[src/isa_pkg.sv]
/*
   isa package
   word types, field widths and the two decodings of an instruction word
   (i-type for branches, j-type for jumps)
*/
`default_nettype none

package isa_pkg;

   localparam int WORD_BITS   = 32;
   localparam int OPCODE_BITS = 6;
   localparam int REG_BITS    = 5;
   localparam int IMM_BITS    = 16;
   localparam int ADDR_BITS   = 26;

   typedef logic [WORD_BITS-1:0]   word_t;
   typedef logic [OPCODE_BITS-1:0] opcode_t;
   typedef logic [REG_BITS-1:0]    regbits_t;
   typedef logic [IMM_BITS-1:0]    imm16_t;   // branch offset, in words
   typedef logic [ADDR_BITS-1:0]   addr26_t;  // jump word index

   localparam word_t WORD_BYTES = 32'd4;  // pc step per fetch

   // beq / bne layout
   typedef struct packed {
      opcode_t  opcode;
      regbits_t rs;
      regbits_t rt;
      imm16_t   imm;
   } itype_t;

   // j layout
   typedef struct packed {
      opcode_t opcode;
      addr26_t addr;
   } jtype_t;

   // same 32 bits, read either way
   typedef union packed {
      itype_t i;
      jtype_t j;
   } instr_u;

endpackage

`default_nettype wire
[src/predictor_pkg.sv]
/*
   predictor package
   2-bit prediction states, branch kinds, the memory-stage resolve bundle,
   the btb write request and the fetch-side prediction result
*/
`default_nettype none

package predictor_pkg;

   import isa_pkg::*;

   localparam int BTB_OFFSET_BITS = 2;  // byte offset inside a word
   localparam int BTB_INDEX_BITS  = 2;  // default, 4 entries
   localparam int BTB_LINE_BITS   = WORD_BITS - BTB_OFFSET_BITS;
   localparam int BTB_TAG_BITS    = BTB_LINE_BITS - BTB_INDEX_BITS;

   // low half predicts taken
   typedef enum logic [1:0] {
      strong_taken     = 2'b00,
      weak_taken       = 2'b01,
      weak_not_taken   = 2'b10,
      strong_not_taken = 2'b11
   } pred_state_t;

   typedef enum logic [1:0] {
      kind_beq = 2'd0,
      kind_bne = 2'd1,
      kind_j   = 2'd2
   } branch_kind_t;

   // control-flow instr as seen in mem stage
   typedef struct packed {
      logic         valid;
      branch_kind_t kind;
      logic         zero;       // alu zero flag
      logic         predicted;  // fetch-time guess, carried down
      word_t        pc_plus_4;
      instr_u       instr;
   } resolve_t;

   // allocate or train request to the btb
   typedef struct packed {
      logic                      valid;
      logic                      taken;
      logic [BTB_INDEX_BITS-1:0] index;
      logic [BTB_TAG_BITS-1:0]   tag;
      word_t                     target;  // branch target, used on allocate
   } btb_write_t;

   typedef struct packed {
      logic  predicted;
      word_t target;
   } fetch_t;

endpackage

`default_nettype wire

[src/fetch_predictor.sv]
/*
   fetch predictor top
   pc, btb lookup and mem-stage branch resolution wired together
*/
`timescale 1ns/1ps
`default_nettype none

module fetch_predictor
   import isa_pkg::*;
   import predictor_pkg::*;
#(
   parameter int    INDEX_BITS = BTB_INDEX_BITS,
   parameter word_t PC_INIT    = '0
)
(
   input  logic     CLK,
   input  logic     nRST,
   input  logic     ihit,
   input  resolve_t resolve,
   output word_t    imem_addr,
   output logic     predicted,
   output logic     flush
);

   fetch_t     fetch;
   word_t      redirect_pc;
   btb_write_t btb_write;

   assign predicted = fetch.predicted;  // goes down the pipe with the instr

   program_counter #(
      .PC_INIT(PC_INIT)
   ) pc_reg (
      .CLK         (CLK),
      .nRST        (nRST),
      .ihit        (ihit),
      .flush       (flush),
      .redirect_pc (redirect_pc),
      .fetch       (fetch),
      .pc          (imem_addr)
   );

   btb_table #(
      .INDEX_BITS(INDEX_BITS)
   ) btb (
      .CLK       (CLK),
      .nRST      (nRST),
      .ihit      (ihit),
      .pc        (imem_addr),
      .btb_write (btb_write),
      .fetch     (fetch)
   );

   branch_resolver #(
      .INDEX_BITS(INDEX_BITS)
   ) resolver (
      .resolve     (resolve),
      .flush       (flush),
      .redirect_pc (redirect_pc),
      .btb_write   (btb_write)
   );

endmodule

`default_nettype wire

[src/program_counter.sv]
/*
   program counter
   holds the fetch pc, steps one word per ihit, follows the btb target
   when predicted, and takes the redirect from the mem stage on flush
*/
`timescale 1ns/1ps
`default_nettype none

module program_counter
   import isa_pkg::*;
   import predictor_pkg::*;
#(
   parameter word_t PC_INIT = '0
)
(
   input  logic   CLK,
   input  logic   nRST,
   input  logic   ihit,
   input  logic   flush,
   input  word_t  redirect_pc,
   input  fetch_t fetch,
   output word_t  pc
);

   word_t pc_plus_4;
   word_t next_pc;
   logic  pc_en;

   assign pc_plus_4 = pc + WORD_BYTES;

   // flush wins over the prediction
   assign next_pc = flush           ? redirect_pc :
                    fetch.predicted ? fetch.target : pc_plus_4;

   assign pc_en = flush | ihit;  // flush loads even under a stall

   always_ff @(posedge CLK, negedge nRST)
   begin
      if (!nRST)
         pc <= PC_INIT;
      else if (pc_en)
         pc <= next_pc;
   end

endmodule

`default_nettype wire

[src/branch_resolver.sv]
/*
   branch resolver
   mem-stage outcome for beq, bne and j: taken flag, branch and jump
   targets, flush on j or misprediction, and the btb write request
*/
`timescale 1ns/1ps
`default_nettype none

module branch_resolver
   import isa_pkg::*;
   import predictor_pkg::*;
#(
   parameter int INDEX_BITS = BTB_INDEX_BITS
)
(
   input  resolve_t   resolve,
   output logic       flush,
   output word_t      redirect_pc,
   output btb_write_t btb_write
);

   localparam int TAG_BITS = BTB_LINE_BITS - INDEX_BITS;

   logic  is_branch;
   logic  is_jump;
   logic  taken;
   word_t imm_ext;
   word_t branch_target;
   word_t jump_target;
   word_t branch_pc;

   logic [INDEX_BITS-1:0] wr_index;
   logic [TAG_BITS-1:0]   wr_tag;

   assign is_branch = (resolve.kind == kind_beq) || (resolve.kind == kind_bne);
   assign is_jump   = (resolve.kind == kind_j);

   always_comb
   begin
      case (resolve.kind)
         kind_beq: taken = resolve.zero;
         kind_bne: taken = ~resolve.zero;
         kind_j:   taken = 1'b1;
         default:  taken = 1'b0;
      endcase
   end

   // i view for the offset, j view for the word index
   assign imm_ext       = {{14{resolve.instr.i.imm[IMM_BITS-1]}}, resolve.instr.i.imm, 2'b00};
   assign branch_target = resolve.pc_plus_4 + imm_ext;
   assign jump_target   = {resolve.pc_plus_4[WORD_BITS-1 -: 4], resolve.instr.j.addr, 2'b00};

   // j never sits in the btb so always flushes
   assign flush = resolve.valid &&
                  (is_jump || (is_branch && (taken != resolve.predicted)));

   assign redirect_pc = is_jump ? jump_target :
                        taken   ? branch_target : resolve.pc_plus_4;

   // btb keyed on the branch's own pc
   assign branch_pc = resolve.pc_plus_4 - WORD_BYTES;
   assign wr_index  = branch_pc[BTB_OFFSET_BITS +: INDEX_BITS];
   assign wr_tag    = branch_pc[WORD_BITS-1 -: TAG_BITS];

   assign btb_write.valid                    = resolve.valid & is_branch;
   assign btb_write.taken                    = taken;
   assign {btb_write.tag, btb_write.index}   = {wr_tag, wr_index};
   assign btb_write.target                   = branch_target;

endmodule

`default_nettype wire

[src/btb_table.sv]
/*
   branch target buffer
   direct mapped valid/tag/target storage with the fetch lookup.
   a resolved branch allocates on a miss or trains the counter on a hit,
   only on an ihit edge
*/
`timescale 1ns/1ps
`default_nettype none

module btb_table
   import isa_pkg::*;
   import predictor_pkg::*;
#(
   parameter int INDEX_BITS = BTB_INDEX_BITS
)
(
   input  logic       CLK,
   input  logic       nRST,
   input  logic       ihit,
   input  word_t      pc,
   input  btb_write_t btb_write,
   output fetch_t     fetch
);

   localparam int ENTRIES  = 1 << INDEX_BITS;
   localparam int TAG_BITS = BTB_LINE_BITS - INDEX_BITS;

   logic [ENTRIES-1:0]    valid_q;
   logic [TAG_BITS-1:0]   tag_mem [ENTRIES];
   word_t                 target_mem [ENTRIES];

   logic [INDEX_BITS-1:0] rd_index;
   logic [TAG_BITS-1:0]   rd_tag;
   pred_state_t           rd_state;
   logic                  rd_hit;

   logic [BTB_LINE_BITS-1:0] wr_line;
   logic [INDEX_BITS-1:0]    wr_index;
   logic [TAG_BITS-1:0]      wr_tag;
   logic                     wr_hit;
   logic                     do_write;
   logic                     allocate;
   logic                     train;

   // fetch lookup
   assign rd_index = pc[BTB_OFFSET_BITS +: INDEX_BITS];
   assign rd_tag   = pc[WORD_BITS-1 -: TAG_BITS];
   assign rd_hit   = valid_q[rd_index] && (tag_mem[rd_index] == rd_tag);

   assign fetch.predicted = rd_hit &&
                            (rd_state == strong_taken || rd_state == weak_taken);
   assign fetch.target    = target_mem[rd_index];

   // tag+index together always span the line bits
   assign wr_line  = {btb_write.tag, btb_write.index};
   assign wr_index = wr_line[INDEX_BITS-1:0];
   assign wr_tag   = wr_line[BTB_LINE_BITS-1 -: TAG_BITS];
   assign wr_hit   = valid_q[wr_index] && (tag_mem[wr_index] == wr_tag);

   assign do_write = btb_write.valid & ihit;  // stalled updates are dropped
   assign allocate = do_write & ~wr_hit;
   assign train    = do_write & wr_hit;

   always_ff @(posedge CLK, negedge nRST)
   begin
      if (!nRST)
         valid_q <= '0;
      else if (allocate)
         valid_q[wr_index] <= 1'b1;
   end

   // tag / target only change on allocate
   always_ff @(posedge CLK)
   begin
      if (allocate)
      begin
         tag_mem[wr_index]    <= wr_tag;
         target_mem[wr_index] <= btb_write.target;
      end
   end

   prediction_counters #(
      .INDEX_BITS(INDEX_BITS)
   ) counters (
      .CLK      (CLK),
      .nRST     (nRST),
      .allocate (allocate),
      .train    (train),
      .taken    (btb_write.taken),
      .rd_index (rd_index),
      .wr_index (wr_index),
      .rd_state (rd_state)
   );

endmodule

`default_nettype wire

[src/prediction_counters.sv]
/*
   prediction counters
   one 2-bit saturating predictor per btb entry.
   allocate forces strong taken, train steps one state
*/
`timescale 1ns/1ps
`default_nettype none

module prediction_counters
   import predictor_pkg::*;
#(
   parameter int INDEX_BITS = BTB_INDEX_BITS
)
(
   input  logic                  CLK,
   input  logic                  nRST,
   input  logic                  allocate,
   input  logic                  train,
   input  logic                  taken,
   input  logic [INDEX_BITS-1:0] rd_index,
   input  logic [INDEX_BITS-1:0] wr_index,
   output pred_state_t           rd_state
);

   localparam int ENTRIES = 1 << INDEX_BITS;

   pred_state_t state [ENTRIES];

   // one step, saturating at both ends
   function automatic pred_state_t step(input pred_state_t cur, input logic tk);
      pred_state_t nxt;
      nxt = cur;
      case (cur)
         strong_taken:     nxt = tk ? strong_taken   : weak_taken;
         weak_taken:       nxt = tk ? strong_taken   : weak_not_taken;
         weak_not_taken:   nxt = tk ? weak_taken     : strong_not_taken;
         strong_not_taken: nxt = tk ? weak_not_taken : strong_not_taken;
         default:          nxt = strong_not_taken;
      endcase
      return nxt;
   endfunction

   assign rd_state = state[rd_index];  // fetch-side read, same cycle

   always_ff @(posedge CLK, negedge nRST)
   begin
      if (!nRST)
      begin
         for (int i = 0; i < ENTRIES; i++)
            state[i] <= strong_not_taken;
      end
      else if (allocate)
         state[wr_index] <= strong_taken;  // fresh entry starts taken
      else if (train)
         state[wr_index] <= step(state[wr_index], taken);
   end

endmodule

`default_nettype wire

[config.mk]
export PLATFORM = sky130hd
export DESIGN_NAME = fetch_predictor
export DESIGN_NICKNAME = d
export VERILOG_FILES = /design/src/isa_pkg.sv /design/src/predictor_pkg.sv /design/src/fetch_predictor.sv /design/src/program_counter.sv /design/src/branch_resolver.sv /design/src/btb_table.sv /design/src/prediction_counters.sv
export SDC_FILE = /design/constraint.sdc
export NUM_CORES = 1
export LEC_CHECK = 0
export ABC_AREA = 1
export BUFFER_PORTS_ARGS = -buffer_cell sky130_fd_sc_hd__clkbuf_2
export CORE_MARGIN = 10
export CORE_UTILIZATION = 60
export DETAILED_ROUTE_END_ITERATION = 8
export GPL_TIMING_DRIVEN = 0
export PLACE_DENSITY = 0.84
export SLEW_MARGIN = 0
export SYNTH_ARGS = -nofsm -noshare
export SYNTH_HDL_FRONTEND = slang
export SYNTH_SLANG_ARGS = --single-unit
[constraint.sdc]
create_clock -name CLK -period 4.7 [get_ports CLK]
set_input_delay 0.94 -clock CLK [delete_from_list [all_inputs] [get_ports CLK]]
set_output_delay 0.94 -clock CLK [all_outputs]
set_load 0.01 [all_outputs]
Yosys cells after proc, flatten, opt, wreduce, memory -nomap -nowiden

Memory sizes are Yosys's and may differ from the RTL's.
Index checks and enable logic that the tools add are counted.

Add/sub/neg operators: 3
Multipliers: 0
Divide/modulo/power cells: 0
$lt $le $gt $ge: 6
Equal/unequal tests: 9
Shift operators: 0
Mux-type cells: 31
Bitwise logic cells: 12
Reduce and logical (&&, ||, !) cells: 14

Operators with widths:

| operator                                                              | count |
|---|---|
| 32-bit 2-to-1 mux                                                     | 4 |
| 28-bit == test                                                        | 2 |
| 32-bit by 3-bit adder with 32-bit output (second input constant)      | 1 |
| 32-bit adder                                                          | 1 |
| 32-bit by 3-bit subtractor with 32-bit output (second input constant) | 1 |
| 2-bit 2-to-1 mux                                                      | 9 |
| 8-bit 2-to-1 mux                                                      | 2 |
| 8-bit AND                                                             | 1 |
| 2-bit binary-select mux with 2-bit select                             | 2 |
| 8-bit bitwise mux                                                     | 1 |
| 8-bit NOT                                                             | 1 |
| 2-bit case mux with 4 select lines                                    | 1 |
| 1-bit logical AND                                                     | 7 |
| 1-bit 2-to-1 mux                                                      | 7 |
| 2-bit by 1-bit == test with 1-bit output (second input constant)      | 3 |
| 2-bit == test (second input constant)                                 | 3 |
| 3-bit >= comparator (second input constant)                           | 2 |
| 2-bit logical NOT                                                     | 3 |
| 2-bit by 3-bit < comparator with 1-bit output (second input constant) | 2 |
| 2-bit NOT with 3-bit output                                           | 2 |
| 1-bit AND                                                             | 4 |
| 1-bit binary-select mux with 2-bit select                             | 2 |
| 2-bit demux with 2-bit select                                         | 1 |
| 4-bit OR                                                              | 1 |
| 9 further kinds                                                       | 12 |

Flip-flop bits (word level): 44
Latch bits: 0
RAM bits: 240
Memory bits (read-only): 0
Output and inout port bits: 34
Memories: 2

Memories:

| name           | depth | bits a word | read ports | clocked after Yosys merged registers in | wr ports | RTL line        | text |
|---|---|---|---|---|---|---|---|
| btb.target_mem | 4     | 32          | 1          | 0                                       | 1        | btb_table.sv:30 | `word_t target_mem [ENTRIES];` |
| btb.tag_mem    | 4     | 28          | 2          | 0                                       | 1        | btb_table.sv:29 | `logic [TAG_BITS-1:0] tag_mem [ENTRIES];` |

Logic depth before layout (Yosys ltp)

Gate-level depths: netlist of the first run.

Depth after elaboration: 12
Mapped depth: 22
Gate-level depth less buffers: 18

Cells and area by module

A second synthesis of the first run with hierarchy kept.

Cell total of the unflattened synthesis: 2382
Area total of the unflattened synthesis: 18137.4 um^2

Modules (own cells, without submodules):

| module              | instances | cells each | area each (um^2) | seq. area each (um^2) |
|---|---|---|---|---|
| btb_table           | 1         | 1122       | 11104.4          | 7307.0 |
| branch_resolver     | 1         | 760        | 3776.1           | 0.0 |
| program_counter     | 1         | 410        | 2658.8           | 800.8 |
| prediction_counters | 1         | 90         | 598.1            | 210.2 |

Worst setup path before layout of the first run

OpenSTA, ideal clock, no wires.

Path type: input to register
From: in resolve[34] (netlist bit)
To: mem btb.tag_mem[0][0] (netlist bit) (enable)
Data arrival time: 5.558 ns
Path slack: -1.337 ns
Stages: 18
Path through: buf_4 -> inv_2 -> buf_4 -> buf_4 -> ha_1 -> buf_2 -> inv_2 -> buf_2 -> o21ai_0 -> o22ai_1 -> a21boi_0 -> nor2_1 -> nand3_1 -> nor2_1 -> nand3_1 -> nand2_2 -> buf_6 -> nor2_1

Longest elaborated chain between the ends: 8
Elaborated cells on any way between the ends: 10
Classes of those cells: add/sub: 1; eq/ne: 1; mux: 4; bitwise: 2; reduce/logical: 1; memory: 1

RTL lines:

| what                                                                           | RTL line              | text |
|---|---|---|
| start, declared                                                                | fetch_predictor.sv:19 | `input resolve_t resolve,` |
| 32-bit by 3-bit subtractor with 32-bit output *                                | branch_resolver.sv:61 | `assign branch_pc = resolve.pc_plus_4 - WORD_BYTES;` |
| memory 4 x 28 bit or 1-bit binary-select mux with 2-bit select (tied branches) | -                     |  |
| 28-bit == test or 1-bit 2-to-1 mux (tied branches)                             | btb_table.sv:58       | `assign wr_hit = valid_q[wr_index] && (tag_mem[wr_index] == wr_tag);` |
| 1-bit logical AND                                                              | btb_table.sv:58       |  |
| 1-bit NOT                                                                      | btb_table.sv:61       | `assign allocate = do_write & ~wr_hit;` |
| 1-bit AND                                                                      | btb_table.sv:61       |  |
| 1-bit 2-to-1 mux                                                               | btb_table.sv:75       | `if (allocate)` |
| 1-bit 2-to-1 mux (implied by the code)                                         | btb_table.sv:77       | `tag_mem[wr_index] <= wr_tag;` |
| end, declared                                                                  | btb_table.sv:29       |  |

Mark *: on every way between the ends. The rest lies on a longest branch, timed or not. The select of a mux whose other input is x is not followed.

Worst setup path after layout of the first run

From: in resolve[34] (netlist bit)
To: mem btb.target_mem[1][18] (netlist bit) (enable)

Longest elaborated chain between the ends: 8
Elaborated cells on any way between the ends: 10
Classes of those cells: add/sub: 1; eq/ne: 1; mux: 4; bitwise: 2; reduce/logical: 1; memory: 1

RTL lines:

| what                                                                           | RTL line              | text |
|---|---|---|
| 32-bit by 3-bit subtractor with 32-bit output *                                | branch_resolver.sv:61 |  |
| memory 4 x 28 bit or 1-bit binary-select mux with 2-bit select (tied branches) | -                     |  |
| 28-bit == test or 1-bit 2-to-1 mux (tied branches)                             | btb_table.sv:58       |  |
| 1-bit logical AND                                                              | btb_table.sv:58       |  |
| 1-bit NOT                                                                      | btb_table.sv:61       |  |
| 1-bit AND                                                                      | btb_table.sv:61       |  |
| 1-bit 2-to-1 mux                                                               | btb_table.sv:75       |  |
| 1-bit 2-to-1 mux (implied by the code)                                         | btb_table.sv:78       | `target_mem[wr_index] <= btb_write.target;` |
| end, declared                                                                  | btb_table.sv:30       |  |

Marks and branches as above.

==> results.json, run 1 <==
{
  "cts_buffer_depth": 3,
  "start_util_pct": 61.3,
  "synth_area_um2": 17700,
  "crit_top_cell": "buf_4",
  "dp_hpwl_mm": 54.5,
  "wl_mm": 71.3,
  "slew_headroom_pct": 20.3,
  "via_per_inst": 6.43,
  "final-hold-violation-count": 0,
  "gp_congestion": 1.07,
  "max_freq_mhz": 209,
  "cts-root-buf": "clkbuf_16",
  "pin_count": 106,
  "reg2reg_depth": 10,
  "setup_ws_ps": -88.8,
  "ys_seq_elements": 284,
  "largest_reg_flops": 128,
  "first_pass_iters": 7,
  "critPathTopFamily": "buffers and inverters",
  "holdPathStages": 2,
  "post-route-period-util_pct": 102,
  "worst_r2r_startpoint": "pc_reg.pc[2]",
  "grt_antenna_before_repair": 1,
  "first_iter_violations": 3095,
  "synthCells": 2271,
  "grt_pass1_wl_mm": 104,
  "maxCapViolations": 0,
  "hold_start": "btb.counters.state[4]",
  "p_leak_nw": 8.59,
  "finalSetupTns_ps": -3860,
  "synth_cell_types": 58,
  "synthDominantCellAreaShare_pct": 40.6,
  "io_buffers": 99,
  "htreeDepth": 1,
  "clock_latency_ps": 580,
  "worst_hold_path.endpoint": "btb.counters.state[4]",
  "r2r_setup_slack_ps": 1280,
  "syn2layout_area_growth_pct": 12.7,
  "vdd_ir_drop_max_uv": 442,
  "synth_top_area_cell": "edfxtp_1",
  "cp.required_ps": 4990,
  "seq_area_frac_synth_pct": 46.9,
  "synth-edff-count": 240,
  "vias": 18177,
  "status": "finished, violations left",
  "p_total_w": 0.00835,
  "synth.area.top_cells": "edfxtp_1, nand2_1, nand3_1",
  "core_area_um2": 28900,
  "drive_above_1_share_pct": 10.2,
  "grt-ovfl-total": 0,
  "worstPathArrival_ps": 5080,
  "worst_setup_path_end_kind": "flop",
  "yosysMostFrequentCell": "nand2_1",
  "worst_path_max_delay_cell": "buf_2",
  "ys_async_sr_fraction_pct": 15.5,
  "critical_path_class": "in2reg",
  "tritoncts": "done",
  "postCtsHoldBufs": 0,
  "fp.dieArea_um2": 36900,
  "ant_nets": 0,
  "drcViolationCount": 0,
  "fin_skew_ps": 30.9,
  "grt_max_degree": 45,
  "synth_commonest_cells": "nand2_1, nand3_1, edfxtp_1",
  "die_w_um": 192,
  "finalCriticalPeriod_ps": 4790,
  "power.density_nw_per_um2": 417,
  "tightest_slew_ps": 1200,
  "syn_avg_cell_area_um2": 7.81,
  "max_stage_delay_ps": 320,
  "hold_path.class": "reg2reg",
  "grt_pass1_vias": 17066,
  "utilization_pct": 69.1,
  "synth_nets": 2379,
  "failed_checks": "setup timing",
  "cts_buffers": 31,
  "slew_violations": 0,
  "yosys_warnings": 0,
  "die-height_um": 192,
  "path_max_fanout": 28,
  "clk_pin_slew_worst_paths_ps": 50,
  "worstPathCellList": "clkbuf_4 -> buf_4 -> inv_2 -> buf_4 -> buf_4 -> ha_1 -> buf_2 -> buf_6 -> o211ai_1 -> nand2_2 -> nand2_1 -> nor2_1 -> nand2_1 -> nor2_1 -> nand3_1 -> nor3_1 -> nand3_2 -> nand2_4 -> buf_6 -> nor2_4 -> buf_12 -> buf_12",
  "wire_per_inst_um": 25.2,
  "synthFlopType": "edfxtp_1",
  "antenna_cells": 0,
  "clock-sinks": 284,
  "r2r-end": "pc_reg.pc[27]",
  "start_kind": "primary input",
  "nNetsFinal": 2528,
  "crit_buf_inv": 10,
  "setup_viol": 77,
  "num_rows": 62,
  "grt_usage_pct": 37.9
}
-- final cells by class --
cell class | instances | area, um2
Fill cell | 2356 | 8930
Multi-Input combinational cell | 1721 | 8390
Sequential cell | 284 | 8320
Clock buffer | 41 | 843
Timing Repair Buffer | 115 | 753
Inverter | 179 | 674
Tap cell | 384 | 480
Buffer | 88 | 463
Clock inverter | 16 | 86.3
-- repair_timing --
action | in CTS | in global routing
pin swaps | 5 | 0
setup buffers | 8 | 0
resized for setup | 8 | 8
gates cloned | 1 | 0
endpoints found under the setup margin | 234 | 199
-- power breakdown --
part | internal [W] | switching [W]
clock network | 0.00126 | 0.00101
logic | 0.000825 | 0.00207
registers | 0.00294 | 0.000248
-- stage by stage --
stage,instances,hold slack (ps),setup WS [ps],instance area [um2]
final,2828,471,-88.8,20000
after global routing,2828,492,-24.2,20000
after CTS,2828,469,87.5,20000
after detailed placement,2762,462,-1400,18900
after global placement,2754,458,-3190,18700
after floorplan,2271,447,-307,17800
-- worst register-to-register path, cell delays in order (launching register included) --
cell and delay, ps:
dfrtp_1 650, buf_4 300, buf_4 240, clkbuf_1 580, clkbuf_1 630, o21ai_0 190, o22ai_1 370, nand2_1 100
nand3_1 90, nand3_1 120, nand2_1 110
-- cell usage in the layout, fill, tap and decap left out, drive strengths merged, types with 12 or more instances in the layout --
cell type,instances
a21oi,90
buf,58
clkbuf,186
clkinv,16
dfrtp,36
edfxtp,240
ha,35
inv,179
nand2,728
nand3,247
nand3b,13
nand4,37
nor2,232
nor3,24
o21ai,169
o22ai,27
xnor2,12
xor2,44
-- worst max path at each step --
stage                 from                    end  cells after the start
6_report       resolve[34]  btb.target_mem[1][18]                     22
5_1_grt        resolve[34]  btb.target_mem[1][18]                     23
4_1_cts        resolve[34]   btb.target_mem[1][8]                     23
3_5_place_dp   resolve[34]   btb.target_mem[2][8]                     22
3_3_place_gp   resolve[34]   btb.target_mem[2][8]                     20
2_1_floorplan  resolve[34]      btb.tag_mem[0][0]                     18
-- cells by family (layout without fill, tap and decap cells) --
kind of cell	count (synthesis)	after routing	share of synthesized area, %
AOI/OAI and AO/OA	329	329	10.3
xor gates and xnor gates	57	57	2.93
adders and majority gates	37	37	2.64
buffers and inverters	267	439	6.30
DFF	284	284	46.9
muxes	1	1	0.0564
and+or+nand+nor	1296	1297	30.9
-- metal layers --
| layer | vias up | track usage (%) | part of all wire (%) |
|---|---|---|---|
| met5 | - | 0 | 0 |
| met4 | 0 | 20.4 | 6.7 |
| met3 | 306 | 12.3 | 17 |
| met2 | 1588 | 56.0 | 42 |
| met1 | 8302 | 48.7 | 35 |
| li1 | 7981 | - | - |
Power figures use the tool's default switching activity.
==> inputs of run 2 (changes only) <==
--- a/config.mk
+++ b/config.mk
@@ -6,12 +6,12 @@
 export NUM_CORES = 1
 export LEC_CHECK = 0
 export ABC_AREA = 1
-export BUFFER_PORTS_ARGS = -buffer_cell sky130_fd_sc_hd__clkbuf_2
+export BUFFER_PORTS_ARGS = -buffer_cell sky130_fd_sc_hd__buf_2
 export CORE_MARGIN = 10
 export CORE_UTILIZATION = 60
 export DETAILED_ROUTE_END_ITERATION = 8
 export GPL_TIMING_DRIVEN = 0
-export PLACE_DENSITY = 0.84
+export PLACE_DENSITY = 0.9
 export SLEW_MARGIN = 0
 export SYNTH_ARGS = -nofsm -noshare
 export SYNTH_HDL_FRONTEND = slang
==> results.json, run 2 (synthesized netlist as in run 1, its figures left out) <==
{
  "power.density_nw_per_um2": 418,
  "worst_path_max_delay_cell": "buf_4",
  "dp_hpwl_mm": 54.5,
  "path_max_fanout": 28,
  "drcViolationCount": 0,
  "vdd_ir_drop_max_uv": 375,
  "crit_top_cell": "buf_4",
  "finalCriticalPeriod_ps": 4770,
  "critPathTopFamily": "buffers and inverters",
  "syn2layout_area_growth_pct": 12.5,
  "maxCapViolations": 0,
  "worstPathCellList": "clkbuf_4 -> buf_4 -> inv_2 -> buf_4 -> buf_4 -> ha_1 -> buf_2 -> inv_4 -> buf_6 -> nand3_1 -> o21ai_0 -> inv_1 -> nand3_1 -> nand2_1 -> nor2_1 -> nand4_1 -> nor3_1 -> nand3_2 -> nand2_4 -> buf_6 -> nor2_4 -> buf_16 -> buf_12",
  "io_buffers": 99,
  "core_area_um2": 28900,
  "gp_congestion": 1.06,
  "start_util_pct": 61.3,
  "pin_count": 106,
  "max_stage_delay_ps": 260,
  "fin_skew_ps": 20.4,
  "grt_pass1_wl_mm": 104,
  "layout_common_cells": "nand2_1, nand3_1, edfxtp_1",
  "dp.cells": 2762,
  "wl_mm": 71.7,
  "setup_ws_ps": -70.6,
  "grt_max_degree": 45,
  "slew_violations": 0,
  "grt_usage_pct": 37.7,
  "slew_headroom_pct": 25.9,
  "hold_path.class": "reg2reg",
  "crit_buf_inv": 12,
  "grt_pass1_vias": 16866,
  "setup_viol": 71,
  "p_leak_nw": 8.55,
  "wire_per_inst_um": 25.4,
  "antenna_cells": 0,
  "fp.dieArea_um2": 36900,
  "cts_buffer_depth": 3,
  "grt_antenna_before_repair": 2,
  "vias": 18329,
  "first_pass_iters": 8,
  "critical_path_class": "in2reg",
  "instances_no_fill": 2820,
  "drive_above_1_share_pct": 9.93,
  "worstPathArrival_ps": 5060,
  "ant_nets": 0,
  "finalSetupTns_ps": -3650,
  "clock_latency_ps": 560,
  "via_per_inst": 6.50,
  "largest_reg_flops": 128,
  "post-route-period-util_pct": 102,
  "tightest_slew_ps": 1110,
  "start_kind": "primary input",
  "multi_input_area_um2": 8370,
  "first_iter_violations": 3307,
  "tritoncts": "done",
  "max_freq_mhz": 210,
  "postCtsHoldBufs": 0,
  "ff_latch_area_um2": 8320,
  "final-hold-violation-count": 0,
  "clock-sinks": 284,
  "cts_buffers": 29,
  "grt-ovfl-total": 0,
  "cts-root-buf": "clkbuf_16",
  "die_w_um": 192,
  "status": "finished, violations left",
  "clk_pin_slew_worst_paths_ps": 60,
  "htreeDepth": 1,
  "n_fill_cell": 2300,
  "cp.required_ps": 4990,
  "failed_checks": "setup timing",
  "die-height_um": 192,
  "worst_setup_path_end_kind": "flop",
  "num_rows": 62,
  "mostFrequentLayoutCell": "nand2_1",
  "nNetsFinal": 2523
}
[run 2: changes by cell type in the layout (fill, tap and decap cells not counted), moves of 2 or more]
cell,before,now
clkbuf_2,100,3
buf_2,20,118
clkinv_2,5,3
inv_6,3,0
buf_4,20,17
clkbuf_16,31,29
bufinv_16,0,2
clkbuf_1,50,48
[run 2: path summary, 6_finish.rpt]
kind / startpoint / end / slack, ps / depth (start not counted)
worst max-delay path: resolve[34] / btb.target_mem[2][10] / -70 / 23
worst min-delay path: btb.counters.state[6] / btb.counters.state[6] / 470 / 2
worst max register to register: pc_reg.pc[3] / pc_reg.pc[17] / 1290 / 15
worst min register to register: btb.counters.state[6] / btb.counters.state[6] / 470 / 2
max in group asynchronous: nRST / pc_reg.pc[14] / 3420 / 1
min in group asynchronous: nRST / pc_reg.pc[29] / 610 / 1
[run 2: stage by stage]
| step | hold WS, ps | power, W | instance area [um2] | setup WS [ps] | util [%] |
|---|---|---|---|---|---|
| 3_5_place_dp | 460 | 0.00592 | 18900 | -1180 | 65.4 |
| 3_3_place_gp | 458 | 0.00586 | 18700 | -2890 | 64.7 |
| 2_1_floorplan | 447 | 0.00479 | 17800 | -307 | - |
| 5_1_grt | 498 | 0.00856 | 20000 | -8.16 | 69.0 |
| 6_report | 473 | 0.00834 | 20000 | -70.6 | 69.0 |
| 4_1_cts | 471 | 0.00811 | 19900 | 34.5 | 68.9 |
[run 2: power breakdown]
part	leakage, nW	internal (W)	switching [W]
sequential	2.68	0.00293	0.000243
clock	0.440	0.00128	0.000968
combinational	5.44	0.000826	0.00209
[run 2: repair_timing]
action	4_1_cts	5_1_grt
setup buffers	5	0
endpoints found under the setup margin	240	240
pin swaps	4	0
cloned	1	0
gates resized for setup	6	8
[run 2: metal layers]
layer,part of all wire (%),global-route usage [%],vias up,wire length [um]
met5,0.039,0,-,28
met3,17,13.9,317,12300
met2,42,55.2,1659,29800
met1,35,48.2,8390,25100
li1,-,-,7959,-
met4,6.2,19.6,4,4460
[run 2: layout make-up]
| cell class | instances | share of cell area, % |
|---|---|---|
| plain buffers | 88 | 2.31 |
| clock buffers | 38 | 3.96 |
| clock inverters | 14 | 0.596 |
| inverters | 179 | 3.38 |
| multi-input cells | 1721 | 41.9 |
| flip-flops and latches | 284 | 41.7 |
| well taps | 384 | 2.41 |
| repair buffers | 112 | 3.72 |
[run 2: worst min-delay path, cell delays in order, from the launching register on]
cell and delay, ps:
dfstp_2 370, nand2_1 50, nand2_1 50
